File: config.mk
export PLATFORM = sky130hd
export DESIGN_NAME = tile_buffer
export DESIGN_NICKNAME = d
export VERILOG_FILES = /design/src/verilog/gemm_pkg.sv /design/src/verilog/tile_buffer.sv
export SDC_FILE = /design/constraint.sdc
export NUM_CORES = 1
export LEC_CHECK = 0
export ABC_AREA = 1
export ABC_CLOCK_PERIOD_IN_PS = 11000
export BUFFER_PORTS_ARGS = -buffer_cell sky130_fd_sc_hd__buf_2
export CAP_MARGIN = 20
export CORE_MARGIN = 1
export CORE_UTILIZATION = 34
export DETAILED_ROUTE_END_ITERATION = 10
export GPL_TIMING_DRIVEN = 0
export HOLD_SLACK_MARGIN = 0.08
export SLEW_MARGIN = 20
export SYNTH_ARGS = -nofsm -noshare
export SYNTH_HDL_FRONTEND = slang
export SYNTH_SLANG_ARGS = --single-unit
File: constraint.sdc
create_clock -name clk -period 11 [get_ports clk]
set_input_delay 1.1 -clock clk [delete_from_list [all_inputs] [get_ports clk]]
set_output_delay 1.1 -clock clk [all_outputs]
set_load 0.02 [all_outputs]
File: src/verilog/gemm_pkg.sv
// shared widths, typedefs and localparams for the gemm tile accelerator
// state encodings of the DMA engine and the multiply engine
package gemm_pkg;

    // element and tile geometry
    localparam int DW          = 32;
    localparam int SA_WIDTH    = 4;
    localparam int BUF_AW      = 2;
    localparam int BUF_DW      = 128;
    localparam int BURST_BEATS = 16;
    // exact sum of four 32x32 signed products
    localparam int ACC_W       = 2 * DW + 2;
    // AXI beats packed into one buffer word
    localparam int WORD_BEATS  = BUF_DW / DW;

    typedef logic [DW-1:0]            word_t;
    typedef logic [BUF_DW-1:0]        row_t;
    typedef logic [BUF_AW-1:0]        buf_addr_t;
    typedef logic [31:0]              axi_addr_t;
    typedef logic [0:0]               axi_id_t;
    typedef logic signed [ACC_W-1:0]  acc_t;

    // read ids for the two source matrices
    localparam axi_id_t ID_A = 1'b0;
    localparam axi_id_t ID_B = 1'b1;

    typedef enum logic [2:0] {
        DMA_IDLE, DMA_ADDR_A, DMA_ADDR_B, DMA_LOAD,
        DMA_WAIT_MM, DMA_ADDR_C, DMA_WRITE_C, DMA_WAIT_B
    } dma_state_t;

    typedef enum logic [1:0] {
        MM_IDLE, MM_RUN, MM_DONE
    } mm_state_t;

endpackage

File: src/verilog/tile_buffer.sv
// tile buffer, four 128-bit words
// one write port, one read port with a cycle of latency
`timescale 1ns/1ps

module tile_buffer
    import gemm_pkg::*;
(
    input  logic      clk,
    input  logic      rst_n,
    input  logic      wren_i,
    input  buf_addr_t waddr_i,
    input  row_t      wdata_i,
    input  buf_addr_t raddr_i,
    output row_t      rdata_o
);

    // one entry per buffer word
    row_t mem [SA_WIDTH];

    always_ff @(posedge clk) begin
        if (!rst_n) begin
            for (int i = 0; i < SA_WIDTH; i++) begin
                mem[i] <= '0;
            end
            rdata_o <= '0;
        end else begin
            if (wren_i) begin
                mem[waddr_i] <= wdata_i;
            end
            // registered read, old data on a same-address write
            rdata_o <= mem[raddr_i];
        end
    end

endmodule
==> results of run 1 <==
==> area by class of cell <==
cell class	count	area (um^2)
fillers	7722	46400
flip-flops and latches	640	17900
multi-input cells	1418	6000
inverters	644	2420
clock buffers	110	2150
repair buffers	278	1730
well taps	1050	1310
plain buffers	169	891
clock inverters	26	258
==> worst max-delay path: stages <==
cell                      delay [ns]
sky130_fd_sc_hd__buf_2          0.30
sky130_fd_sc_hd__nand2_2        0.17
sky130_fd_sc_hd__nor2_2         0.12
sky130_fd_sc_hd__nand2_1        0.08
sky130_fd_sc_hd__buf_2          0.21
sky130_fd_sc_hd__buf_4          0.22
sky130_fd_sc_hd__nand2_4        0.39
sky130_fd_sc_hd__buf_12         0.30
==> power by group <==
group          switching (W)  total [W]  internal [W]
clock network        0.00100    0.00244       0.00143
logic               0.000396   0.000563      0.000167
registers          0.0000453    0.00285       0.00280
total                0.00144    0.00584       0.00440
==> stage by stage <==
step / worst slack (ns) / TNS (ns) / power (W) / cell area, um^2
finish: 8.31 / 0 / 0.00584 / 32700
global route: 8.17 / 0 / 0.00607 / 32700
CTS: 8.29 / 0 / 0.00590 / 32700
detailed placement: 7.64 / 0 / 0.00347 / 30300
global placement: -1.79 / -227.47 / 0.00347 / 29800
floorplan: 3.29 / 0 / 0.00324 / 27200
==> cell families after synthesis <==
family / after synthesis / synth area share [%]
compound gates: 129 / 2.37
simple gates: 1289 / 19.6
flops: 640 / 65.9
buf+inv: 813 / 12.1
==> per-layer routing <==
layer / GRT usage [%] / share of wire [%] / up-vias
li1: - / - / 9661
met1: 24.8 / 44 / 9241
met2: 31.4 / 47 / 590
met3: 3.62 / 6.6 / 126
met4: 6.03 / 2.5 / 8
met5: 0 / 0.063 / -
==> state kept, by name, summed over array words and instances, names as in the netlist <==
register / cells
mem: 512
rdata_o: 128
==> layout by cell type, fill, tap and decap left out, types with 22 or more instances in the layout <==
| cell type | count |
|---|---|
| sky130_fd_sc_hd__edfxtp_1 | 512 |
| sky130_fd_sc_hd__buf_1 | 22 |
| sky130_fd_sc_hd__nand3_1 | 257 |
| sky130_fd_sc_hd__a21oi_1 | 128 |
| sky130_fd_sc_hd__nor2_1 | 384 |
| sky130_fd_sc_hd__buf_2 | 331 |
| sky130_fd_sc_hd__inv_1 | 644 |
| sky130_fd_sc_hd__clkbuf_1 | 72 |
| sky130_fd_sc_hd__nor3_1 | 128 |
| sky130_fd_sc_hd__clkbuf_16 | 76 |
| sky130_fd_sc_hd__dfxtp_1 | 128 |
| sky130_fd_sc_hd__nand2_1 | 515 |
==> final timing paths <==
check / start / to / cells after the start
worst max-delay path: rst_n / mem[1][2] / 8
worst min register to register: mem[0][112] / rdata_o[112] / 4
worst max register to register: mem[1][122] / rdata_o[122] / 4
worst min-delay path: mem[0][112] / rdata_o[112] / 4
==> out/summary.log, run 1 <==
INFO  clock_tree     clock-sinks=640
INFO  floorplanning  core.rowCount=103
INFO  yosys          yosysSeqAreaShare=65.9%
INFO  yosys          synth_area_per_cell=9.48um^2
INFO  clock_tree     cts_tree=built
INFO  clock_tree     clock_insertion_delay_worst_skew=0.62ns
INFO  global_route   grt_pass1_wl=115mm
INFO  global_route   grt_max_degree=43
INFO  timing         rsz0062_at_grt=false
INFO  floorplanning  boundaryPins=263
INFO  timing         hold_viol_final=0
INFO  yosys          ys_ff_latch=640
INFO  power          power.ir.vdd_worst=96.3uV
INFO  worst_setup_path crit_path_max_fanout=34
INFO  timing         final-setup-viol-count=0
INFO  yosys          syn-cell-area=0.0272mm^2
INFO  yosys          yosys_most_used_dff=sky130_fd_sc_hd__edfxtp_1
INFO  detailed_routing avgViaCountPerCell=4.53
INFO  final_layout   drive_above_1_share=15.0%
INFO  job            drv_cap=0
INFO  global_route   grt_pass1_vias=19150
INFO  global_route   grtUsageTotal=18.9%
INFO  detailed_routing num_vias=19626
INFO  place          finalWeightedCongestion=0.758
INFO  final_layout   insertedDiodeCount=0
INFO  floorplanning  die-height=285um
INFO  floorplanning  die_extent_in_x=285um
INFO  final_layout   flow.area_growth_from_synthesis=20.2%
INFO  worst_setup_path worst-r2r-setup-slack=9.90ns
INFO  timing         worst_slew_margin_rel=28.4%
INFO  power          power.leakage=15.1nW
INFO  worst_setup_path crit_arrival=2.98ns
INFO  detailed_routing remaining_drc_errors=0
INFO  timing         max_freq=372MHz
INFO  clock_tree     cts_hold_buf=0
INFO  final_layout   utilization=41.3%
INFO  timing         period_minus_slack=2.69ns
INFO  floorplanning  coreArea=0.0791mm^2
INFO  yosys          yosys_warnings=0
INFO  detailed_routing finalWirelength=76.5mm
INFO  global_route   antenna_found_initial=12
INFO  clock_tree     cts_resized=0
INFO  yosys          syn_nets=3006
INFO  clock_tree     post_cts_buffers=0
INFO  clock_tree     ctsLongestPathBuffers=3
INFO  timing         worst-slew-pin-transition=1.07ns
INFO  final_layout   stdcell_count=4335
INFO  worst_setup_path worst_setup_path_end_kind=flip-flop
INFO  timing         whs=0.588ns
INFO  yosys          async_flop_share=0%
INFO  yosys          netlist.top_cell.by_area=sky130_fd_sc_hd__edfxtp_1
INFO  floorplanning  initial_core_util=34.4%
INFO  floorplanning  fp.dieArea=0.0812mm^2
INFO  detailed_routing drt_first_pass_iters=7
INFO  yosys          synth_largest_type_area_fraction=56.5%
INFO  run_status     outcome=finished clean
INFO  clock_tree     cts.clk_slew.worst_paths=0.06ns
INFO  timing         finClkSkew=0.0225ns
INFO  clock_tree     tritoncts.num_buffers=73
INFO  final_layout   nNetsFinal=3359
INFO  yosys          ys_top_cells_by_count=644 x sky130_fd_sc_hd__inv_1, 518 x sky130_fd_sc_hd__nand2_1, 512 x sky130_fd_sc_hd__edfxtp_1
INFO  worst_setup_path worst_setup_path_start_kind=input pin
INFO  clock_tree     cts_htree_levels=3
INFO  yosys          synthTopCellsByArea=sky130_fd_sc_hd__edfxtp_1 56%, sky130_fd_sc_hd__dfxtp_1 9.4%, sky130_fd_sc_hd__inv_1 8.9%
INFO  detailed_routing avgRoutedWirePerCell=17.7um
INFO  yosys          synth_most_common_cell=sky130_fd_sc_hd__inv_1
INFO  place          placed_cells_incl_taps=4199
INFO  timing         slew_violations=0
INFO  worst_setup_path worstPathRequired=11.29ns
INFO  clock_tree     cts.root.buffer_cell=sky130_fd_sc_hd__clkbuf_16
INFO  global_route   overflow=0
INFO  place          place_hpwl=49.3mm
INFO  timing         layout_worst_path_cycle_share=24.5%
INFO  power          pwr_density_cell=179mW/mm^2
INFO  detailed_routing detail-route-antenna-nets=0
INFO  place          buffer_ports.inserted=261
INFO  worst_setup_path worst-setup-path-type=in2reg
INFO  yosys          synthesis.instances=2871
INFO  yosys          edff_count_synth=512
INFO  detailed_routing drt-initial-drc-count=1386
INFO  yosys          netlist-cell-type-count=16
INFO  hold_path      hold_class=reg2reg
No activity file was read; power rests on OpenSTA's default activity.
==> run 2, diff against run 1 <==
--- a/config.mk
+++ b/config.mk
@@ -6,7 +6,7 @@
 export NUM_CORES = 1
 export LEC_CHECK = 0
 export ABC_AREA = 1
-export ABC_CLOCK_PERIOD_IN_PS = 11000
+export ABC_CLOCK_PERIOD_IN_PS = 2400
 export BUFFER_PORTS_ARGS = -buffer_cell sky130_fd_sc_hd__buf_2
 export CAP_MARGIN = 20
 export CORE_MARGIN = 1
==> constraint.sdc (replaced) <==
create_clock -name clk -period 2.4 [get_ports clk]
set_input_delay 0.24 -clock clk [delete_from_list [all_inputs] [get_ports clk]]
set_output_delay 0.24 -clock clk [all_outputs]
set_load 0.02 [all_outputs]
==> run 2 against run 1 <==
Non-clock buffer count is 119 higher. Routed wire length is 2.6% lower. Clock skew is 0.0025 ns lower. Utilization is 1.7 points higher. Critical path depth stayed put. Register-to-register slack worse by 8.5 ns. Total power grew to 4.7 times the previous value. Setup slack worse by 8.0 ns. Die area stayed put. Critical path type unchanged.
==> out/summary.log, run 2 (same netlist as run 1, synthesis figures left out) <==
INFO  run_status     outcome=finished clean
INFO  worst_setup_path crit_chain=clkbuf_4 > nand2_2 > nor2_2 > nand2_1 > buf_2 > buf_4 > nand2_8 > buf_16
INFO  detailed_routing avgRoutedWirePerCell=16.7um [-5.2%]
INFO  place          place_worst_setup_slack=-0.540ns [-8.18 ns]
INFO  final_layout   largest_register_ff_count=512 [unchanged]
INFO  floorplanning  coreArea=0.0791mm^2 [unchanged]
INFO  timing         post-route-worst-setup-slack=0.277ns [-8.03 ns]
INFO  timing         worst-slew-pin-transition=0.733ns [-0.341 ns]
INFO  detailed_routing detail-route-antenna-nets=0 [unchanged]
INFO  timing         rsz0062_at_grt=false
INFO  hold_path      hold_class=in2reg
INFO  final_layout   utilization=43.0% [+1.7 points]
INFO  clock_tree     cts.root.buffer_cell=sky130_fd_sc_hd__clkbuf_16
INFO  final_layout   biggestRegsByFlops=mem: 512 flops, rdata_o: 128 flops
INFO  place          placed_cells_incl_taps=4192 [-0.17%]
INFO  timing         finClkSkew=0.0200ns [-0.00254 ns]
INFO  floorplanning  die-height=285um [unchanged]
INFO  floorplanning  core.rowCount=103 [unchanged]
INFO  final_layout   drive_above_1_share=14.6% [-0.43 points]
INFO  floorplanning  initial_core_util=34.4% [unchanged]
INFO  timing         max_freq=471MHz
INFO  timing         whs=0.114ns [-0.473 ns]
INFO  hold_path      hold_depth=3 [-1]
INFO  timing         slew_violations=0 [unchanged]
INFO  worst_setup_path worst_setup_path_start_kind=input pin
INFO  worst_setup_path slowest_stage=sky130_fd_sc_hd__nand2_8
INFO  detailed_routing remaining_drc_errors=0 [unchanged]
INFO  detailed_routing avgViaCountPerCell=4.50 [-0.68%]
INFO  worst_setup_path worstPathRequired=2.67ns [-8.62 ns]
INFO  detailed_routing num_vias=20033 [+2.1%]
INFO  clock_tree     cts.clk_slew.worst_paths=0.06ns [about the same]
INFO  clock_tree     clock-sinks=640 [unchanged]
INFO  place          finalWeightedCongestion=0.796 [+5.0%]
INFO  power          pwr_density_cell=804mW/mm^2 [+350%]
INFO  global_route   grtUsageTotal=18.3% [-0.63 points]
INFO  worst_setup_path worst-setup-path-type=in2reg
INFO  timing         layout_worst_path_cycle_share=88.5%
INFO  global_route   overflow=0 [unchanged]
INFO  final_layout   nNetsFinal=3478 [+3.5%]
INFO  timing         worst_slew_margin_rel=50.9% [+23 points]
INFO  detailed_routing finalWirelength=74.6mm [-2.6%]
INFO  clock_tree     post_cts_buffers=0 [unchanged]
INFO  global_route   grt_max_degree=76 [+77%]
INFO  place          buffer_ports.inserted=261 [unchanged]
INFO  worst_setup_path worst_setup_path_end_kind=flip-flop
INFO  timing         period_minus_slack=2.12ns
INFO  final_layout   register_with_the_most_flip_flops=mem
INFO  clock_tree     cts_tree=built
INFO  global_route   grt_pass1_vias=19673 [+2.7%]
INFO  job            drv_cap=0 [unchanged]
INFO  global_route   grt_pass1_wl=112mm [-2.2%]
INFO  detailed_routing drt-initial-drc-count=1185 [-15%]
INFO  detailed_routing drt_first_pass_iters=6 [-1]
INFO  final_layout   flow.area_growth_from_synthesis=25.0%
INFO  final_layout   layout_commonest_cell=sky130_fd_sc_hd__inv_1
INFO  clock_tree     ctsLongestPathBuffers=3 [unchanged]
INFO  floorplanning  boundaryPins=263 [unchanged]
INFO  worst_setup_path crit_path_max_fanout=70 [+110%]
INFO  power          power.leakage=15.7nW [+3.7%]
INFO  timing         hold_viol_final=0 [unchanged]
INFO  clock_tree     cts_htree_levels=3 [unchanged]
INFO  clock_tree     tritoncts.num_buffers=73 [unchanged]
INFO  final_layout   stdcell_count=4455 [+2.8%]
INFO  worst_setup_path worst_case_reg_to_reg_path_depth=4 [unchanged]
INFO  worst_setup_path crit_arrival=2.40ns [-0.58 ns]
INFO  power          power.ir.vdd_worst=505uV [+420%]
INFO  floorplanning  fp.dieArea=0.0812mm^2 [unchanged]
INFO  clock_tree     clock_insertion_delay_worst_skew=0.62ns [about the same]
INFO  place          place_hpwl=47.8mm [-3.1%]
INFO  global_route   antenna_found_initial=10 [-2]
INFO  final_layout   num-fill-cells=7632 [-1.2%]
INFO  timing         finalSetupTns=0ns [unchanged]
INFO  floorplanning  die_extent_in_x=285um [unchanged]
INFO  timing         final-setup-viol-count=0 [unchanged]
INFO  final_layout   layout_common_cells=643 x sky130_fd_sc_hd__inv_1, 514 x sky130_fd_sc_hd__nand2_1, 512 x sky130_fd_sc_hd__edfxtp_1, 384 x sky130_fd_sc_hd__nor2_1, 329 x sky130_fd_sc_hd__buf_2
INFO  worst_setup_path critical_path_s_largest_stage_delay=0.51ns [+0.12 ns]
run 2: cell count changes in the layout (fill, tap and decap cells not counted), sizes merged:
| cell | delta |
|---|---|
| dlygate4sd3 | +126 |
| buf | -8 |
| clkinv | +5 |
| inv | -5 |
| diode | +2 |
| bufinv | +1 |
| clkinvlp | -1 |
run 2: final timing paths:
check / slack (ns) / to / from
max: 0.28 / mem[0][48] / rst_n
min: 0.11 / mem[3][37] / wdata_i[37]
max reg2reg: 1.36 / rdata_o[119] / mem[3][119]
min reg2reg: 0.61 / rdata_o[106] / mem[2][106]
run 2: area by class of cell:
cell class,instances,area [um^2],area share (%)
clock buffers,109,2290,6.74
plain buffers,169,905,2.66
repair buffers,397,2850,8.36
flip-flops and latches,640,17900,52.7
diodes,2,5.00,0.0147
inverters,644,2430,7.14
well taps,1050,1310,3.86
multi-input cells,1418,6040,17.7
clock inverters,26,255,0.750
run 2: worst max-delay path, delay by kind of cell:
family                 cells  cell delay (ns)
and+or+nand+nor            4             0.91
buffers and inverters      4             1.14
run 2: metal layers:
metal  up-vias  track usage [%]  share of wire [%]
met5         -                0              0.055
met4         6             7.86                3.4
met3       141             2.94                5.8
met2       598             30.9                 48
met1      9384             23.1                 42
li1       9904                -                  -
run 2: metrics by stage:
| step | power, W | cell area [um^2] |
|---|---|---|
| finish | 0.0273 | 34000 |
| detailed placement | 0.0158 | 30200 |
| global route | 0.0283 | 34000 |
| global placement | 0.0158 | 29900 |
| CTS | 0.0276 | 34000 |
| floorplan | 0.0148 | 27300 |
run 2: power breakdown:
| group | leakage [nW] | total (W) | internal (W) | switching (W) |
|---|---|---|---|---|
| registers | 6.04 | 0.0130 | 0.0128 | 0.000211 |
| logic | 8.38 | 0.00269 | 0.000875 | 0.00182 |
| clock network | 1.26 | 0.0116 | 0.00706 | 0.00454 |
run 2: what timing repair did:
action,in CTS,in global routing
endpoints found under the hold margin,488,0
hold buffers,126,0
endpoints found under the setup margin,0,11
gates resized for setup,0,1
