--- config.mk ---
export PLATFORM = sky130hd
export DESIGN_NAME = dma_engine
export DESIGN_NICKNAME = d
export VERILOG_FILES = /design/src/verilog/gemm_pkg.sv /design/src/verilog/dma_engine.sv
export SDC_FILE = /design/constraint.sdc
export NUM_CORES = 1
export LEC_CHECK = 0
export BUFFER_PORTS_ARGS = -buffer_cell sky130_fd_sc_hd__clkbuf_2
export CORE_AREA = 2 2 616 618
export CTS_BUF_LIST = sky130_fd_sc_hd__clkbuf_8
export DETAILED_ROUTE_END_ITERATION = 8
export DIE_AREA = 0 0 618 620
export GPL_TIMING_DRIVEN = 0
export PLACE_DENSITY = 0.3
export SLEW_MARGIN = 20
export SYNTH_ARGS = -nofsm -noshare
export SYNTH_HDL_FRONTEND = slang
export SYNTH_SLANG_ARGS = --single-unit
--- constraint.sdc ---
create_clock -name clk -period 19.3 [get_ports clk]
set_input_delay 0.965 -clock clk [delete_from_list [all_inputs] [get_ports clk]]
set_output_delay 0.965 -clock clk [all_outputs]
set_load 0.02 [all_outputs]
--- src/verilog/gemm_pkg.sv ---
// shared widths, typedefs and localparams for the gemm tile accelerator
// state encodings of the DMA engine and the multiply engine
package gemm_pkg;

    // element and tile geometry
    localparam int DW          = 32;
    localparam int SA_WIDTH    = 4;
    localparam int BUF_AW      = 2;
    localparam int BUF_DW      = 128;
    localparam int BURST_BEATS = 16;
    // exact sum of four 32x32 signed products
    localparam int ACC_W       = 2 * DW + 2;
    // AXI beats packed into one buffer word
    localparam int WORD_BEATS  = BUF_DW / DW;

    typedef logic [DW-1:0]            word_t;
    typedef logic [BUF_DW-1:0]        row_t;
    typedef logic [BUF_AW-1:0]        buf_addr_t;
    typedef logic [31:0]              axi_addr_t;
    typedef logic [0:0]               axi_id_t;
    typedef logic signed [ACC_W-1:0]  acc_t;

    // read ids for the two source matrices
    localparam axi_id_t ID_A = 1'b0;
    localparam axi_id_t ID_B = 1'b1;

    typedef enum logic [2:0] {
        DMA_IDLE, DMA_ADDR_A, DMA_ADDR_B, DMA_LOAD,
        DMA_WAIT_MM, DMA_ADDR_C, DMA_WRITE_C, DMA_WAIT_B
    } dma_state_t;

    typedef enum logic [1:0] {
        MM_IDLE, MM_RUN, MM_DONE
    } mm_state_t;

endpackage

--- src/verilog/dma_engine.sv ---
// DMA engine for the gemm tile accelerator
// reads A and B over AXI, packs beats into buffer words,
// starts the multiply and writes C back as one 16-beat burst
`timescale 1ns/1ps

module dma_engine
    import gemm_pkg::*;
(
    input  logic      clk,
    input  logic      rst_n,
    // configuration
    input  axi_addr_t mat_a_addr_i,
    input  axi_addr_t mat_b_addr_i,
    input  axi_addr_t mat_c_addr_i,
    input  logic      start_i,
    output logic      done_o,
    // read address
    output logic      arvalid_o,
    input  logic      arready_i,
    output axi_addr_t araddr_o,
    output axi_id_t   arid_o,
    // read data
    input  logic      rvalid_i,
    output logic      rready_o,
    input  axi_id_t   rid_i,
    input  word_t     rdata_i,
    // write address
    output logic      awvalid_o,
    input  logic      awready_i,
    output axi_addr_t awaddr_o,
    // write data
    output logic      wvalid_o,
    input  logic      wready_i,
    output word_t     wdata_o,
    output logic      wlast_o,
    // write response
    input  logic      bvalid_i,
    output logic      bready_o,
    // buffer writes
    output logic      buf_a_wren_o,
    output buf_addr_t buf_a_waddr_o,
    output row_t      buf_a_wdata_o,
    output logic      buf_b_wren_o,
    output buf_addr_t buf_b_waddr_o,
    output row_t      buf_b_wdata_o,
    // multiply control
    output logic      mm_start_o,
    input  logic      mm_done_i,
    input  acc_t      accum_i [SA_WIDTH][SA_WIDTH]
);

    dma_state_t state;
    dma_state_t state_nx;

    // job addresses, held for the whole job
    axi_addr_t addr_a_q;
    axi_addr_t addr_b_q;
    axi_addr_t addr_c_q;

    // per-id packing, index 0 for A, 1 for B
    logic                          rx      [2];
    row_t                          shift_q [2];
    logic [$clog2(WORD_BEATS)-1:0] beat_q  [2];
    // words written so far, top bit means full
    logic [BUF_AW:0]               words_q [2];
    logic                          wren_q  [2];
    logic                          bufs_full;

    // write beat counter and the element it selects
    logic [$clog2(BURST_BEATS)-1:0] wcnt_q;
    logic                           last_beat;
    buf_addr_t                      c_row;
    buf_addr_t                      c_col;
    acc_t                           c_elem;

    always_comb begin
        for (int i = 0; i < 2; i++) begin
            rx[i] = rready_o && rvalid_i && (rid_i == axi_id_t'(i));
        end
    end

    assign bufs_full = words_q[ID_A][BUF_AW] && words_q[ID_B][BUF_AW];
    assign last_beat = (wcnt_q == BURST_BEATS - 1);

    // next state
    always_comb begin
        state_nx = state;
        case (state)
            DMA_IDLE: begin
                if (start_i) begin
                    state_nx = DMA_ADDR_A;
                end
            end
            DMA_ADDR_A: begin
                if (arready_i) begin
                    state_nx = DMA_ADDR_B;
                end
            end
            DMA_ADDR_B: begin
                if (arready_i) begin
                    state_nx = DMA_LOAD;
                end
            end
            DMA_LOAD: begin
                if (bufs_full) begin
                    state_nx = DMA_WAIT_MM;
                end
            end
            DMA_WAIT_MM: begin
                if (mm_done_i) begin
                    state_nx = DMA_ADDR_C;
                end
            end
            DMA_ADDR_C: begin
                if (awready_i) begin
                    state_nx = DMA_WRITE_C;
                end
            end
            DMA_WRITE_C: begin
                if (wready_i && last_beat) begin
                    state_nx = DMA_WAIT_B;
                end
            end
            DMA_WAIT_B: begin
                if (bvalid_i) begin
                    state_nx = DMA_IDLE;
                end
            end
            default: begin
                state_nx = DMA_IDLE;
            end
        endcase
    end

    // control registers
    always_ff @(posedge clk) begin
        if (!rst_n) begin
            state  <= DMA_IDLE;
            wcnt_q <= '0;
            for (int i = 0; i < 2; i++) begin
                beat_q[i]  <= '0;
                words_q[i] <= '0;
                wren_q[i]  <= 1'b0;
            end
        end else begin
            state <= state_nx;
            for (int i = 0; i < 2; i++) begin
                wren_q[i] <= 1'b0;
                if (state == DMA_IDLE && start_i) begin
                    beat_q[i]  <= '0;
                    words_q[i] <= '0;
                end else begin
                    if (rx[i]) begin
                        beat_q[i] <= beat_q[i] + 1'b1;
                        // fourth beat of a group, write the word next cycle
                        if (beat_q[i] == WORD_BEATS - 1) begin
                            wren_q[i] <= 1'b1;
                        end
                    end
                    if (wren_q[i]) begin
                        words_q[i] <= words_q[i] + 1'b1;
                    end
                end
            end
            if (state == DMA_ADDR_C) begin
                wcnt_q <= '0;
            end else if (wvalid_o && wready_i) begin
                wcnt_q <= wcnt_q + 1'b1;
            end
        end
    end

    // job addresses and beat packing
    always_ff @(posedge clk) begin
        if (state == DMA_IDLE && start_i) begin
            addr_a_q <= mat_a_addr_i;
            addr_b_q <= mat_b_addr_i;
            addr_c_q <= mat_c_addr_i;
        end
        for (int i = 0; i < 2; i++) begin
            // first beat of a group ends up in the top field
            if (rx[i]) begin
                shift_q[i] <= {shift_q[i][BUF_DW-DW-1:0], rdata_i};
            end
        end
    end

    assign done_o     = (state == DMA_IDLE);
    assign mm_start_o = (state == DMA_LOAD) && bufs_full;

    // read address, A first then B
    assign arvalid_o = (state == DMA_ADDR_A) || (state == DMA_ADDR_B);
    assign araddr_o  = (state == DMA_ADDR_B) ? addr_b_q : addr_a_q;
    assign arid_o    = (state == DMA_ADDR_B) ? ID_B : ID_A;
    assign rready_o  = (state == DMA_LOAD);

    assign buf_a_wren_o  = wren_q[ID_A];
    assign buf_a_waddr_o = words_q[ID_A][BUF_AW-1:0];
    assign buf_a_wdata_o = shift_q[ID_A];
    assign buf_b_wren_o  = wren_q[ID_B];
    assign buf_b_waddr_o = words_q[ID_B][BUF_AW-1:0];
    assign buf_b_wdata_o = shift_q[ID_B];

    // C in row-major order, low 32 bits of each sum
    assign c_row  = wcnt_q[3:2];
    assign c_col  = wcnt_q[1:0];
    assign c_elem = accum_i[c_row][c_col];

    assign awvalid_o = (state == DMA_ADDR_C);
    assign awaddr_o  = addr_c_q;
    assign wvalid_o  = (state == DMA_WRITE_C);
    assign wdata_o   = c_elem[DW-1:0];
    assign wlast_o   = wvalid_o && last_beat;
    assign bready_o  = (state == DMA_WAIT_B);

endmodule

==> impl_results.html, run 1 <==
<table>
<tr><th>Metric</th><th>Value</th></tr>
<tr><th colspan="2">Timing</th></tr>
<tr><td>Final hold vios</td><td>0</td></tr>
<tr><td>Final setup viols</td><td>0</td></tr>
<tr><td>Final total negative setup slack</td><td>0 ns</td></tr>
<tr><td>Pin slew with the least headroom to its limit</td><td>about 1 ns</td></tr>
<tr><td>Slew Limit Fails</td><td>0</td></tr>
<tr><td>Final period demand of the worst path</td><td>about 5.2 ns</td></tr>
<tr><td>Maximum frequency from static timing analysis</td><td>0.1906 GHz</td></tr>
<tr><td>Tightest slew margin relative to the limit</td><td>about 34%</td></tr>
<tr><td>Worst clock skew</td><td>~0.11 ns</td></tr>
<tr><td>Post-route clock period utilization</td><td>27.18%</td></tr>
<tr><td>RSZ-0062 raised after global routing</td><td>false</td></tr>
<tr><th colspan="2">Clocking</th></tr>
<tr><td>PostCTS Resize Cnt</td><td>0</td></tr>
<tr><td>Clock insertion delay at the later pin of the skew report</td><td>0.92 ns</td></tr>
<tr><td>Clock tree from TritonCTS</td><td>built</td></tr>
<tr><td>H-tree levels</td><td>3</td></tr>
<tr><td>Number of setup buffers added after CTS</td><td>0</td></tr>
<tr><td>Clock Pin Slew Worst Setup and Hold Paths</td><td>0.06 ns</td></tr>
<tr><td>Root Buffer Master</td><td>clkbuf_8</td></tr>
<tr><td>Buffer levels on the longest clock path</td><td>4</td></tr>
<tr><td>Post-CTS Hold Fix Bufs</td><td>0</td></tr>
<tr><td>Number of buffers created by CTS</td><td>83</td></tr>
<tr><td>Clk sink count</td><td>371</td></tr>
<tr><th colspan="2">Yosys</th></tr>
<tr><td>YS warnings</td><td>0</td></tr>
<tr><td>Netlist cell types</td><td>37</td></tr>
<tr><td>Post-synthesis net count</td><td>1905</td></tr>
<tr><td>Top cells by area, synth</td><td>edfxtp_1, mux4_2, mux2_1</td></tr>
<tr><td>Netlist area before placement</td><td>15880 um^2</td></tr>
<tr><td>Count of state elements after synthesis</td><td>371</td></tr>
<tr><td>Yosys top cell area share</td><td>68.66%</td></tr>
<tr><td>Largest area contributor in the synthesized netlist</td><td>edfxtp_1</td></tr>
<tr><td>Syn_area_per_cell</td><td>22.61 um^2</td></tr>
<tr><td>Sequential fraction of the synthesis area</td><td>between 60% and 70%</td></tr>
<tr><td>Cell count after synthesis</td><td>702</td></tr>
<tr><th colspan="2">Floorplan</th></tr>
<tr><td>Rows</td><td>226</td></tr>
<tr><td>Die area</td><td>between 300000 and 400000 um^2</td></tr>
<tr><td>Core area</td><td>377200 um^2</td></tr>
<tr><td>Width of the die</td><td>618 um</td></tr>
<tr><td>Initial Util</td><td>4.209%</td></tr>
<tr><td>Y dimension of the die</td><td>620 um</td></tr>
<tr><td>Boundary Pins</td><td>1561</td></tr>
<tr><th colspan="2">Detailed routing</th></tr>
<tr><td>Total DRC errors in the routed layout</td><td>0</td></tr>
<tr><td>Wire length per cell</td><td>25.50 um</td></tr>
<tr><td>Count of nets left with antenna violations after detail routing</td><td>0</td></tr>
<tr><td>Number of search-and-repair iterations in the first detailed-routing pass</td><td>4</td></tr>
<tr><td>Number of DRC markers in iteration 0</td><td>747</td></tr>
<tr><td>Total wire length after detailed routing</td><td>177300 um</td></tr>
<tr><td>Per-cell via count in the routed design</td><td>1.943</td></tr>
<tr><td>Total number of vias</td><td>about 14000</td></tr>
<tr><th colspan="2">Power and ir drop</th></tr>
<tr><td>Power Density</td><td>81.93 nW/um^2</td></tr>
<tr><td>Int Pwr</td><td>1.623 mW</td></tr>
<tr><td>Max IR drop VDD</td><td>0.00004773 V</td></tr>
<tr><td>Combinational cell fraction of total power</td><td>between 20% and 30%</td></tr>
<tr><td>Switching power</td><td>789.5 uW</td></tr>
<tr><td>Total design power</td><td>2.412 mW</td></tr>
<tr><td>Power share of the clock group</td><td>37.9%</td></tr>
<tr><td>Sequential fraction of design power</td><td>41.6%</td></tr>
<tr><td>Sw Share</td><td>between 30 and 40%</td></tr>
<tr><td>Static leakage</td><td>10.21 nW</td></tr>
<tr><th colspan="2">Worst setup path</th></tr>
<tr><td>Element type at the critical path start</td><td>flip-flop</td></tr>
<tr><td>CP cell instances</td><td>clkbuf_1 &gt; buf_2 &gt; buf_1 &gt; mux4_2 &gt; mux4_2 &gt; clkbuf_2</td></tr>
<tr><td>Crit path top cell by count</td><td>mux4_2</td></tr>
<tr><td>Critical path class</td><td>reg -&gt; out</td></tr>
<tr><td>Endpoint required time on the critical path</td><td>18.33 ns</td></tr>
<tr><td>Max stage delay cell, worst path</td><td>buf_1</td></tr>
<tr><td>Critical Path Max Stage Delay</td><td>0.79 ns</td></tr>
<tr><td>Type of element capturing the critical path</td><td>output pin</td></tr>
<tr><td>Arr. time, crit path</td><td>~4.3 ns</td></tr>
<tr><td>Register-to-register setup slack</td><td>15.72 ns</td></tr>
<tr><td>Crit-path max FO</td><td>13</td></tr>
<tr><th colspan="2">Outcome</th></tr>
<tr><td>Result of the run</td><td>completed</td></tr>
<tr><th colspan="2">Finish</th></tr>
<tr><td>Layout overhead on the synthesized area</td><td>85.47%</td></tr>
<tr><td>Proportion of layout cells with a drive suffix above 1</td><td>~72%</td></tr>
<tr><td>Area taken by flip-flops and latches</td><td>11060 um^2</td></tr>
<tr><td>Leading cell types in the layout, fill and taps excluded</td><td>clkbuf_2, edfxtp_1, mux4_2</td></tr>
<tr><td>Number of nets in the final layout</td><td>approximately 3100</td></tr>
<tr><td>Fill cells</td><td>between 40000 and 50000</td></tr>
<tr><td>Most frequent standard cell in the layout excluding fill and tap cells</td><td>clkbuf_2</td></tr>
<tr><td>Post-Layout Cell Count</td><td>6953</td></tr>
<tr><td>Core utilization of the finished layout</td><td>7.805%</td></tr>
<tr><td>Area taken by multi-input logic gates</td><td>approximately 4500 um^2</td></tr>
<tr><th colspan="2">Global routing</th></tr>
<tr><td>Overall global routing resource usage</td><td>8.846%</td></tr>
<tr><td>Pin count of the biggest net entering global routing</td><td>between 40 and 50</td></tr>
<tr><td>Via count of the first global-routing pass</td><td>about 14000</td></tr>
<tr><td>Total global routing overflow</td><td>0</td></tr>
<tr><td>Global-route wire length before repair</td><td>205700 um</td></tr>
<tr><td>Number of antenna violations at the first check in global routing</td><td>about 140</td></tr>
<tr><th colspan="2">Placement</th></tr>
<tr><td>Final GP Congestion</td><td>roughly 0.79</td></tr>
<tr><td>Buffers added on ports</td><td>1016</td></tr>
<tr><td>Placed Cells incl. Taps</td><td>a little under 7000</td></tr>
<tr><td>Detail Placement HPWL</td><td>160900 um</td></tr>
<tr><th colspan="2">Min path</th></tr>
<tr><td>Kind of path behind the tightest hold check</td><td>in -&gt; reg</td></tr>
<tr><th colspan="2">Flow run</th></tr>
<tr><td>Number of max-cap violations</td><td>0</td></tr>
</table>
[per-stage QoR]
step	cell area (um^2)	hold WS (ns)	setup WS (ns)
global placement	27240	0.4343	-3.164
CTS	29370	0.08945	13.75
global route	29400	0.1235	13.77
detailed placement	27770	0.4345	14.74
finish	29440	0.2496	14.05
floorplan	15880	0.4720	7.852
[power groups by stage]
stage	Combinational [mW]	Sequential [mW]	Clock (mW)
after floorplan	0.186	1.05	0
after global placement	0.490	1.04	0
after detailed placement	0.508	1.02	0
after CTS	0.511	1.01	0.975
after global routing	0.529	1.01	0.995
final	0.494	1.00	0.914
[worst paths after layout]
| path | depth (start not counted) | end | startpoint |
|---|---|---|---|
| max reg2reg | 12 | shift_q[0][181] | state[1] |
| min reg2reg | 0 | shift_q[0][119] | shift_q[0][87] |
| min | 1 | shift_q[0][13] | rdata_i[13] |
| max | 6 | wdata_o[19] | wcnt_q[3] |
[worst max-delay path: cells and delay by family, from the launching register on]
kind | cells | cell delay [ns]
buffers and inverters | 4 | 2.05
DFF | 1 | 0.32
muxes | 2 | 1.06
[cell usage after synthesis (all sizes together)]
| cell | number |
|---|---|
| o211a | 1 |
| clkbuf | 19 |
| and3b | 1 |
| nor4 | 1 |
| o22ai | 1 |
| dfxtp | 8 |
| edfxtp | 363 |
| mux2 | 32 |
| buf | 31 |
| a21boi | 1 |
| or3 | 1 |
| mux4 | 160 |
| nor2 | 14 |
| inv | 6 |
| a2111oi | 1 |
| nand3 | 3 |
| xnor2 | 2 |
| nor2b | 7 |
| o21ai | 2 |
| mux2i | 3 |
| nand4 | 1 |
| o21ba | 1 |
| ha | 9 |
| o31ai | 1 |
| nand2 | 10 |
| nand2b | 5 |
| xor2 | 2 |
| and2 | 2 |
| nor3 | 2 |
| a21oi | 3 |
| nor3b | 1 |
| conb | 1 |
| and3 | 7 |
[final cells by class]
class                           instances  share of cell area (%)
Sequential cell                       371                   37.57
Tap cell                             5016                   21.32
Timing Repair Buffer                 1061                   19.00
Multi-Input combinational cell        275                   15.35
Clock buffer                           87                   4.067
Clock inverter                         57                   1.356
Buffer                                 50                   1.024
Antenna cell                           30                  0.2550
Inverter                                6                 0.07649
[state kept, by name (all words and copies together) (netlist names)]
name and flops:
addr_a_q 32, addr_b_q 32, awaddr_o 32, beat_q 4
shift_q 256, state 3, wcnt_q 4, words_q 6
wren_q 2
[metal layers]
layer	part of all wire (%)	vias to the layer above	GRT usage [%]
li1	-	5381	-
met1	39	6789	10.12
met2	47	999	14.67
met3	11	322	4.208
met4	3.0	22	2.340
met5	0.081	-	0
[cells by family (layout without fill, tap and decap cells)]
kind of cell               after synthesis  after routing  share of synthesized area (%)
muxes                                  195            195                          25.16
xor gates and xnor gates                 4              4                         0.2207
other                                    1             31                        0.02362
buffers and inverters                   56           1261                          1.970
and+or+nand+nor                         55             55                          1.773
DFF                                    371            371                          69.67
adders and majority gates                9              9                         0.7093
AOI/OAI and AO/OA                       11             11                         0.4729
No activity file was read; power rests on OpenSTA's default activity.
==> run 2: changes to the inputs <==
--- a/config.mk
+++ b/config.mk
@@ -5,11 +5,12 @@
 export SDC_FILE = /design/constraint.sdc
 export NUM_CORES = 1
 export LEC_CHECK = 0
+export ABC_AREA = 1
 export BUFFER_PORTS_ARGS = -buffer_cell sky130_fd_sc_hd__clkbuf_2
-export CORE_AREA = 2 2 616 618
+export CORE_AREA = 2 2 605 607
 export CTS_BUF_LIST = sky130_fd_sc_hd__clkbuf_8
 export DETAILED_ROUTE_END_ITERATION = 8
-export DIE_AREA = 0 0 618 620
+export DIE_AREA = 0 0 607 609
 export GPL_TIMING_DRIVEN = 0
 export PLACE_DENSITY = 0.3
 export SLEW_MARGIN = 20
==> constraint.sdc (replaced) <==
create_clock -name clk -period 4.7 [get_ports clk]
set_input_delay 0.235 -clock clk [delete_from_list [all_inputs] [get_ports clk]]
set_output_delay 0.235 -clock clk [all_outputs]
set_load 0.02 [all_outputs]
==> impl_results.html, run 2 <==
<table>
<tr><th>Metric</th><th>Value</th></tr>
<tr><th colspan="2">Worst setup path</th></tr>
<tr><td>Crit-path max FO</td><td>10</td></tr>
<tr><td>Critical path class</td><td>reg -&gt; out</td></tr>
<tr><td>Endpoint required time on the critical path</td><td>4.47 ns</td></tr>
<tr><td>Critical path's top delay family</td><td>buffers and inverters</td></tr>
<tr><td>Buffers &amp; Inverters on Critical Path</td><td>4</td></tr>
<tr><td>Max stage delay cell, worst path</td><td>o211ai_1</td></tr>
<tr><td>Element type at the critical path start</td><td>flip-flop</td></tr>
<tr><td>Type of element capturing the critical path</td><td>output pin</td></tr>
<tr><td>R2R Path Start</td><td>state[2]</td></tr>
<tr><td>Register-to-register setup slack</td><td>1.46 ns</td></tr>
<tr><td>Critical Path Max Stage Delay</td><td>0.85 ns</td></tr>
<tr><td>Capturing instance or port of the critical path</td><td>wdata_o[3]</td></tr>
<tr><td>CP cell instances</td><td>buf_4 &gt; inv_2 &gt; clkbuf_1 &gt; o21ai_0 &gt; o211ai_1 &gt; nand3_1 &gt; nand2_1 &gt; clkbuf_2</td></tr>
<tr><td>Worst setup path start</td><td>wcnt_q[3]</td></tr>
<tr><td>Reg-to-Reg End</td><td>shift_q[0][127]</td></tr>
<tr><td>Number of cell instances on the worst register-to-register path</td><td>10</td></tr>
<tr><td>Worst path depth</td><td>8</td></tr>
<tr><td>Arr. time, crit path</td><td>4.05 ns</td></tr>
<tr><th colspan="2">Clocking</th></tr>
<tr><td>Root Buffer Master</td><td>clkbuf_8</td></tr>
<tr><td>Clock tree from TritonCTS</td><td>built</td></tr>
<tr><td>Buffer levels on the longest clock path</td><td>4</td></tr>
<tr><td>Clk sink count</td><td>371</td></tr>
<tr><td>Clock Pin Slew Worst Setup and Hold Paths</td><td>0.06 ns</td></tr>
<tr><td>H-tree levels</td><td>3</td></tr>
<tr><td>Clock insertion delay at the later pin of the skew report</td><td>0.86 ns</td></tr>
<tr><td>Number of setup buffers added after CTS</td><td>0</td></tr>
<tr><td>Number of buffers created by CTS</td><td>79</td></tr>
<tr><th colspan="2">Timing</th></tr>
<tr><td>Tightest slew margin relative to the limit</td><td>between 8 and 9%</td></tr>
<tr><td>Crit path setup slack, layout</td><td>0.4162 ns</td></tr>
<tr><td>Post-route clock period utilization</td><td>between 90% and 100%</td></tr>
<tr><td>Final setup viols</td><td>0</td></tr>
<tr><td>Final period demand of the worst path</td><td>about 4.3 ns</td></tr>
<tr><td>Worst clock skew</td><td>0.1303 ns</td></tr>
<tr><td>Final total negative setup slack</td><td>0 ns</td></tr>
<tr><td>Slew Limit Fails</td><td>0</td></tr>
<tr><td>Final hold vios</td><td>0</td></tr>
<tr><td>Maximum frequency from static timing analysis</td><td>0.2334 GHz</td></tr>
<tr><td>Pin slew with the least headroom to its limit</td><td>roughly 1.4 ns</td></tr>
<tr><td>RSZ-0062 raised after global routing</td><td>false</td></tr>
<tr><th colspan="2">Power and ir drop</th></tr>
<tr><td>Static leakage</td><td>roughly 12 nW</td></tr>
<tr><td>Max IR drop VDD</td><td>0.0002515 V</td></tr>
<tr><td>Power Density</td><td>317.0 nW/um^2</td></tr>
<tr><th colspan="2">Yosys</th></tr>
<tr><td>YS warnings</td><td>0</td></tr>
<tr><td>Sequential fraction of the synthesis area</td><td>roughly two thirds</td></tr>
<tr><td>Number of enable-type register cells in the synthesized netlist</td><td>between 300 and 400</td></tr>
<tr><td>Top cells by area, synth</td><td>edfxtp_1, o21ai_0, nor2_1</td></tr>
<tr><td>Count of state elements after synthesis</td><td>between 300 and 400</td></tr>
<tr><td>Most instantiated library cell after synthesis</td><td>edfxtp_1</td></tr>
<tr><td>Yosys top cell area share</td><td>64.23%</td></tr>
<tr><td>Largest area contributor in the synthesized netlist</td><td>edfxtp_1</td></tr>
<tr><td>Syn_area_per_cell</td><td>10.85 um^2</td></tr>
<tr><td>Netlist cell types</td><td>32</td></tr>
<tr><td>Fraction of registers with async set or reset after synthesis</td><td>0%</td></tr>
<tr><td>Primary flip-flop cell chosen by synthesis mapping</td><td>edfxtp_1</td></tr>
<tr><td>Top cell types by occurrence after synthesis</td><td>edfxtp_1, nor2_1, o21ai_0, nand2_1, o211ai_1</td></tr>
<tr><td>Post-synthesis net count</td><td>2767</td></tr>
<tr><td>Netlist area before placement</td><td>16970 um^2</td></tr>
<tr><td>Cell count after synthesis</td><td>1564</td></tr>
<tr><th colspan="2">Floorplan</th></tr>
<tr><td>Initial Util</td><td>4.664%</td></tr>
<tr><td>Core area</td><td>around 360000 um^2</td></tr>
<tr><td>Rows</td><td>222</td></tr>
<tr><td>Y dimension of the die</td><td>609 um</td></tr>
<tr><td>Boundary Pins</td><td>1561</td></tr>
<tr><td>Width of the die</td><td>607 um</td></tr>
<tr><td>Die area</td><td>369700 um^2</td></tr>
<tr><th colspan="2">Global routing</th></tr>
<tr><td>Via count of the first global-routing pass</td><td>19152</td></tr>
<tr><td>Pin count of the biggest net entering global routing</td><td>70</td></tr>
<tr><td>Total global routing overflow</td><td>0</td></tr>
<tr><td>Number of antenna violations at the first check in global routing</td><td>85</td></tr>
<tr><td>Global-route wire length before repair</td><td>219100 um</td></tr>
<tr><td>Overall global routing resource usage</td><td>9.412%</td></tr>
<tr><th colspan="2">Finish</th></tr>
<tr><td>Proportion of layout cells with a drive suffix above 1</td><td>43.23%</td></tr>
<tr><td>Most frequent standard cell in the layout excluding fill and tap cells</td><td>clkbuf_2</td></tr>
<tr><td>Largest register by flop count</td><td>shift_q</td></tr>
<tr><td>Leading cell types in the layout, fill and taps excluded</td><td>clkbuf_2, edfxtp_1, nor2_1</td></tr>
<tr><td>Layout overhead on the synthesized area</td><td>86.83%</td></tr>
<tr><td>Post-Layout Cell Count</td><td>between 7000 and 8000</td></tr>
<tr><td>Area taken by flip-flops and latches</td><td>11060 um^2</td></tr>
<tr><td>Number of nets in the final layout</td><td>~4000</td></tr>
<tr><td>Area taken by multi-input logic gates</td><td>4981 um^2</td></tr>
<tr><td>Core utilization of the finished layout</td><td>8.714%</td></tr>
<tr><td>Fill cells</td><td>42592</td></tr>
<tr><td>Flip-flop count of the largest register after layout</td><td>256</td></tr>
<tr><td>Design area</td><td>31710 um^2</td></tr>
<tr><th colspan="2">Min path</th></tr>
<tr><td>Kind of path behind the tightest hold check</td><td>in -&gt; reg</td></tr>
<tr><td>Min-delay src</td><td>mat_b_addr_i[17]</td></tr>
<tr><th colspan="2">Detailed routing</th></tr>
<tr><td>Count of nets left with antenna violations after detail routing</td><td>0</td></tr>
<tr><td>Total wire length after detailed routing</td><td>181200 um</td></tr>
<tr><td>Per-cell via count in the routed design</td><td>2.372</td></tr>
<tr><td>Wire length per cell</td><td>around 23 um</td></tr>
<tr><td>Total DRC errors in the routed layout</td><td>0</td></tr>
<tr><td>Number of DRC markers in iteration 0</td><td>1024</td></tr>
<tr><td>Number of search-and-repair iterations in the first detailed-routing pass</td><td>8</td></tr>
<tr><td>Total number of vias</td><td>around 18000</td></tr>
<tr><th colspan="2">Placement</th></tr>
<tr><td>Placement-stage worst setup slack</td><td>0.8947 ns</td></tr>
<tr><td>Post-DP Area</td><td>28480 um^2</td></tr>
<tr><td>Detail Placement HPWL</td><td>161500 um</td></tr>
<tr><td>Buffers added on ports</td><td>1016</td></tr>
<tr><td>Final GP Congestion</td><td>0.8419</td></tr>
<tr><td>Placed Cells incl. Taps</td><td>about 7400</td></tr>
<tr><th colspan="2">Outcome</th></tr>
<tr><td>Result of the run</td><td>completed</td></tr>
<tr><th colspan="2">Flow run</th></tr>
<tr><td>Number of max-cap violations</td><td>0</td></tr>
</table>
==> run 2: logic make-up (layout without fill, tap and decap cells) <==
kind of cell,Yosys count,after routing,synth area share (%)
DFF,371,371,65.17
adders and majority gates,9,9,0.6635
AOI/OAI and AO/OA,455,455,16.28
and+or+nand+nor,518,518,12.10
xor gates and xnor gates,3,3,0.1548
other,1,32,0.02210
buffers and inverters,207,1539,5.610
==> run 2: timing repair <==
item	in CTS	in global routing
endpoints found under the hold margin	232	0
resized for setup	1	0
setup endpoints to repair	6	0
hold buffers	167	0
==> run 2: final cells by class <==
type | instances | share of cell area (%)
sequential | 371 | 34.88
timing repair buffer | 1197 | 22.41
tap | 4816 | 19.00
multi-input combinational | 986 | 15.71
clock buffer | 79 | 3.429
buffer | 115 | 1.973
clock inverter | 57 | 1.223
inverter | 91 | 1.117
antenna | 31 | 0.2447
==> run 2: worst min-delay path by stage <==
stage          cells past startpoint  slack (ns)      endpoint
5_1_grt                            2        0.07   awaddr_o[5]
3_5_place_dp                       1        0.41   awaddr_o[2]
4_1_cts                            2     0.00008  addr_b_q[17]
3_3_place_gp                       1        0.41  awaddr_o[22]
2_1_floorplan                      0        0.33   addr_a_q[0]
6_report                           2        0.15  addr_b_q[17]
==> run 2: stage by stage <==
step                      power [mW]  hold WS [ns]
after floorplan                5.124        0.3339
after global placement         6.584        0.4130
after detailed placement       6.593        0.4136
after CTS                      10.42    0.00008099
after global routing           10.60       0.07322
final                          10.05        0.1479
==> run 2: where the power goes <==
part           switching (mW)  internal, mW  total [mW]
clock network            1.67          1.84        3.51
logic                    1.67         0.722        2.39
registers               0.148          4.00        4.15
total                    3.49          6.56        10.0
==> run 2: per-layer routing <==
| layer | GRT usage (%) | routed length, um |
|---|---|---|
| met5 | 0 | 286 |
| met2 | 18.87 | 101400 |
| met3 | 2.981 | 14050 |
| met1 | 8.848 | 59740 |
| met4 | 2.944 | 5695 |
==> run 2: worst register-to-register path, delay by kind of cell (launching register included) <==
family / cells / cell delay (ns)
buf+inv: 7 / 2.24
simple gates: 3 / 0.42
flops: 1 / 0.30
==> run 3: changes to the inputs <==
--- a/config.mk
+++ b/config.mk
@@ -13,6 +13,7 @@
 export DIE_AREA = 0 0 607 609
 export GPL_TIMING_DRIVEN = 0
 export PLACE_DENSITY = 0.3
+export REMOVE_ABC_BUFFERS = 1
 export SLEW_MARGIN = 20
 export SYNTH_ARGS = -nofsm -noshare
 export SYNTH_HDL_FRONTEND = slang
==> impl_results.html, run 3 (synthesized netlist as in run 2, its figures left out) <==
<table>
<tr><th>Metric</th><th>Value</th></tr>
<tr><th colspan="2">Floorplan</th></tr>
<tr><td>Y dimension of the die</td><td>just over 600 um</td></tr>
<tr><td>Initial Util</td><td>4.664%</td></tr>
<tr><td>Core area</td><td>363900 um^2</td></tr>
<tr><td>Width of the die</td><td>slightly above 600 um</td></tr>
<tr><td>Die area</td><td>369700 um^2</td></tr>
<tr><td>Boundary Pins</td><td>~1600</td></tr>
<tr><td>Rows</td><td>222</td></tr>
<tr><th colspan="2">Placement</th></tr>
<tr><td>Detail Placement HPWL</td><td>169300 um</td></tr>
<tr><td>Buffers added on ports</td><td>1016</td></tr>
<tr><td>Final GP Congestion</td><td>0.7900</td></tr>
<tr><th colspan="2">Clocking</th></tr>
<tr><td>Clk sink count</td><td>roughly 370</td></tr>
<tr><td>Clock tree from TritonCTS</td><td>built</td></tr>
<tr><td>Clock insertion delay at the later pin of the skew report</td><td>around 0.78 ns</td></tr>
<tr><td>Number of buffers created by CTS</td><td>74</td></tr>
<tr><td>Clock Pin Slew Worst Setup and Hold Paths</td><td>0.06 ns</td></tr>
<tr><td>H-tree levels</td><td>3</td></tr>
<tr><td>Buffer levels on the longest clock path</td><td>3</td></tr>
<tr><td>Root Buffer Master</td><td>clkbuf_8</td></tr>
<tr><th colspan="2">Detailed routing</th></tr>
<tr><td>Total DRC errors in the routed layout</td><td>0</td></tr>
<tr><td>Total wire length after detailed routing</td><td>191200 um</td></tr>
<tr><td>Total number of vias</td><td>18023</td></tr>
<tr><td>Number of search-and-repair iterations in the first detailed-routing pass</td><td>6</td></tr>
<tr><td>Wire length per cell</td><td>24.99 um</td></tr>
<tr><td>Number of DRC markers in iteration 0</td><td>994</td></tr>
<tr><td>Count of nets left with antenna violations after detail routing</td><td>0</td></tr>
<tr><td>Per-cell via count in the routed design</td><td>between 2 and 2.5</td></tr>
<tr><th colspan="2">Timing</th></tr>
<tr><td>RSZ-0062 raised after global routing</td><td>false</td></tr>
<tr><td>Pin slew with the least headroom to its limit</td><td>between 1 and 1.5 ns</td></tr>
<tr><td>Final setup viols</td><td>0</td></tr>
<tr><td>Final hold vios</td><td>0</td></tr>
<tr><td>Post-route clock period utilization</td><td>between 90% and 100%</td></tr>
<tr><td>Worst clock skew</td><td>0.07979 ns</td></tr>
<tr><td>Maximum frequency from static timing analysis</td><td>0.2259 GHz</td></tr>
<tr><td>Tightest slew margin relative to the limit</td><td>between 10% and 20%</td></tr>
<tr><td>Slew Limit Fails</td><td>0</td></tr>
<tr><td>Final period demand of the worst path</td><td>4.426 ns</td></tr>
<tr><td>Final total negative setup slack</td><td>0 ns</td></tr>
<tr><th colspan="2">Finish</th></tr>
<tr><td>Number of nets in the final layout</td><td>3929</td></tr>
<tr><td>Flip-flop count of the largest register after layout</td><td>between 200 and 300</td></tr>
<tr><td>Layout overhead on the synthesized area</td><td>86.02%</td></tr>
<tr><td>Most frequent standard cell in the layout excluding fill and tap cells</td><td>clkbuf_2</td></tr>
<tr><td>Leading cell types in the layout, fill and taps excluded</td><td>clkbuf_2, edfxtp_1, nor2_1</td></tr>
<tr><td>Core utilization of the finished layout</td><td>8.676%</td></tr>
<tr><td>Largest register by flop count</td><td>shift_q</td></tr>
<tr><td>Proportion of layout cells with a drive suffix above 1</td><td>between 40% and 50%</td></tr>
<tr><th colspan="2">Power and ir drop</th></tr>
<tr><td>Static leakage</td><td>11.66 nW</td></tr>
<tr><td>Switching power</td><td>~3.7 mW</td></tr>
<tr><td>Combinational cell fraction of total power</td><td>24.9%</td></tr>
<tr><td>Power share of the clock group</td><td>about a third</td></tr>
<tr><td>Sequential fraction of design power</td><td>40.0%</td></tr>
<tr><td>Int Pwr</td><td>6.647 mW</td></tr>
<tr><td>Max IR drop VDD</td><td>0.0001964 V</td></tr>
<tr><td>Sw Share</td><td>35.63%</td></tr>
<tr><td>Power Density</td><td>about 330 nW/um^2</td></tr>
<tr><th colspan="2">Global routing</th></tr>
<tr><td>Global-route wire length before repair</td><td>229100 um</td></tr>
<tr><td>Total global routing overflow</td><td>0</td></tr>
<tr><td>Pin count of the biggest net entering global routing</td><td>74</td></tr>
<tr><td>Via count of the first global-routing pass</td><td>around 18000</td></tr>
<tr><td>Overall global routing resource usage</td><td>9.981%</td></tr>
<tr><td>Number of antenna violations at the first check in global routing</td><td>227</td></tr>
<tr><th colspan="2">Worst setup path</th></tr>
<tr><td>Arr. time, crit path</td><td>4.19 ns</td></tr>
<tr><td>Critical path's top delay family</td><td>buffers and inverters</td></tr>
<tr><td>Worst path depth</td><td>9</td></tr>
<tr><td>Crit path top cell by count</td><td>buf_16</td></tr>
<tr><td>Endpoint required time on the critical path</td><td>4.47 ns</td></tr>
<tr><td>Element type at the critical path start</td><td>flip-flop</td></tr>
<tr><td>Buffers &amp; Inverters on Critical Path</td><td>5</td></tr>
<tr><td>Type of element capturing the critical path</td><td>output pin</td></tr>
<tr><td>Critical Path Max Stage Delay</td><td>0.81 ns</td></tr>
<tr><td>CP cell instances</td><td>buf_16 &gt; buf_12 &gt; inv_12 &gt; buf_16 &gt; o21ai_0 &gt; o211ai_1 &gt; nand3_1 &gt; nand2_1 &gt; clkbuf_2</td></tr>
<tr><td>Critical path class</td><td>reg -&gt; out</td></tr>
<tr><td>Max stage delay cell, worst path</td><td>o211ai_1</td></tr>
<tr><td>Crit-path max FO</td><td>62</td></tr>
<tr><td>Number of cell instances on the worst register-to-register path</td><td>8</td></tr>
<tr><td>Register-to-register setup slack</td><td>around 1.7 ns</td></tr>
<tr><th colspan="2">Outcome</th></tr>
<tr><td>Result of the run</td><td>completed</td></tr>
<tr><th colspan="2">Min path</th></tr>
<tr><td>Count of cells along the worst hold path</td><td>3</td></tr>
<tr><td>Kind of path behind the tightest hold check</td><td>in -&gt; reg</td></tr>
<tr><th colspan="2">Flow run</th></tr>
<tr><td>Number of max-cap violations</td><td>0</td></tr>
</table>
[run 3: per-layer routing]
layer  global-route usage (%)  vias up  share of wire, %
met3                    4.550      378                11
met4                    2.478       88               2.6
met5                        0        -              0.31
li1                         -     8014                 -
met1                    11.08     8516                38
met2                    17.15     1027                48
[run 3: worst paths after layout]
| path | start | endpoint |
|---|---|---|
| max | wcnt_q[2] | wdata_o[5] |
| min | start_i | words_q[0][2] |
| max reg2reg | state[2] | wren_q[0] |
| min reg2reg | shift_q[0][4] | shift_q[0][36] |
[run 3: worst reg2reg max path, cell delays in order (launching register included)]
cell and delay [ns]:
dfxtp_1 0.41, inv_1 0.20, nand2_1 0.22, inv_1 0.33, nand2_1 0.17, nor2_4 0.23
dlygate4sd3_1 0.91, nand2_1 0.18, nor2_1 0.25
[run 3: cell type report]
cell class	instances	area (um^2)
diodes	49	122.6
clock buffers	74	1018
clock inverters	62	535.5
fillers	42643	332300
inverters	91	379.1
multi-input cells	986	5030
flip-flops and latches	371	11080
well taps	4816	6026
repair buffers	1202	7383
[run 3: what timing repair did]
item	in CTS	in global routing
setup buffers	0	1
gates resized for setup	4	0
hold buffers	140	0
setup endpoints to repair	10	2
pin swaps	1	0
endpoints found under the hold margin	216	0
cloned	0	0
[run 3: metrics by stage]
step | area (um^2) | power [mW] | instances | setup slack [ns] | hold WS, ns
6_report | 31570 | 10.33 | 7651 | 0.2739 | 0.1118
5_1_grt | 31520 | 10.95 | 7630 | 0.06585 | 0.08433
4_1_cts | 31430 | 10.73 | 7601 | 0.01298 | 0.01057
3_5_place_dp | 28460 | 6.763 | 7325 | 0.6902 | 0.4137
3_3_place_gp | 27470 | 6.746 | 7280 | -22.57 | 0.4156
2_1_floorplan | 16360 | 5.107 | 1448 | -5.614 | 0.3339
[run 3: power groups by stage]
| stage | registers, mW | logic, mW | clock network, mW |
|---|---|---|---|
| 6_report | 4.13 | 2.58 | 3.62 |
| 4_1_cts | 4.14 | 2.73 | 3.85 |
| 3_3_place_gp | 4.29 | 2.45 | 0 |
| 3_5_place_dp | 4.20 | 2.56 | 0 |
| 2_1_floorplan | 4.36 | 0.751 | 0 |
| 5_1_grt | 4.17 | 2.82 | 3.97 |
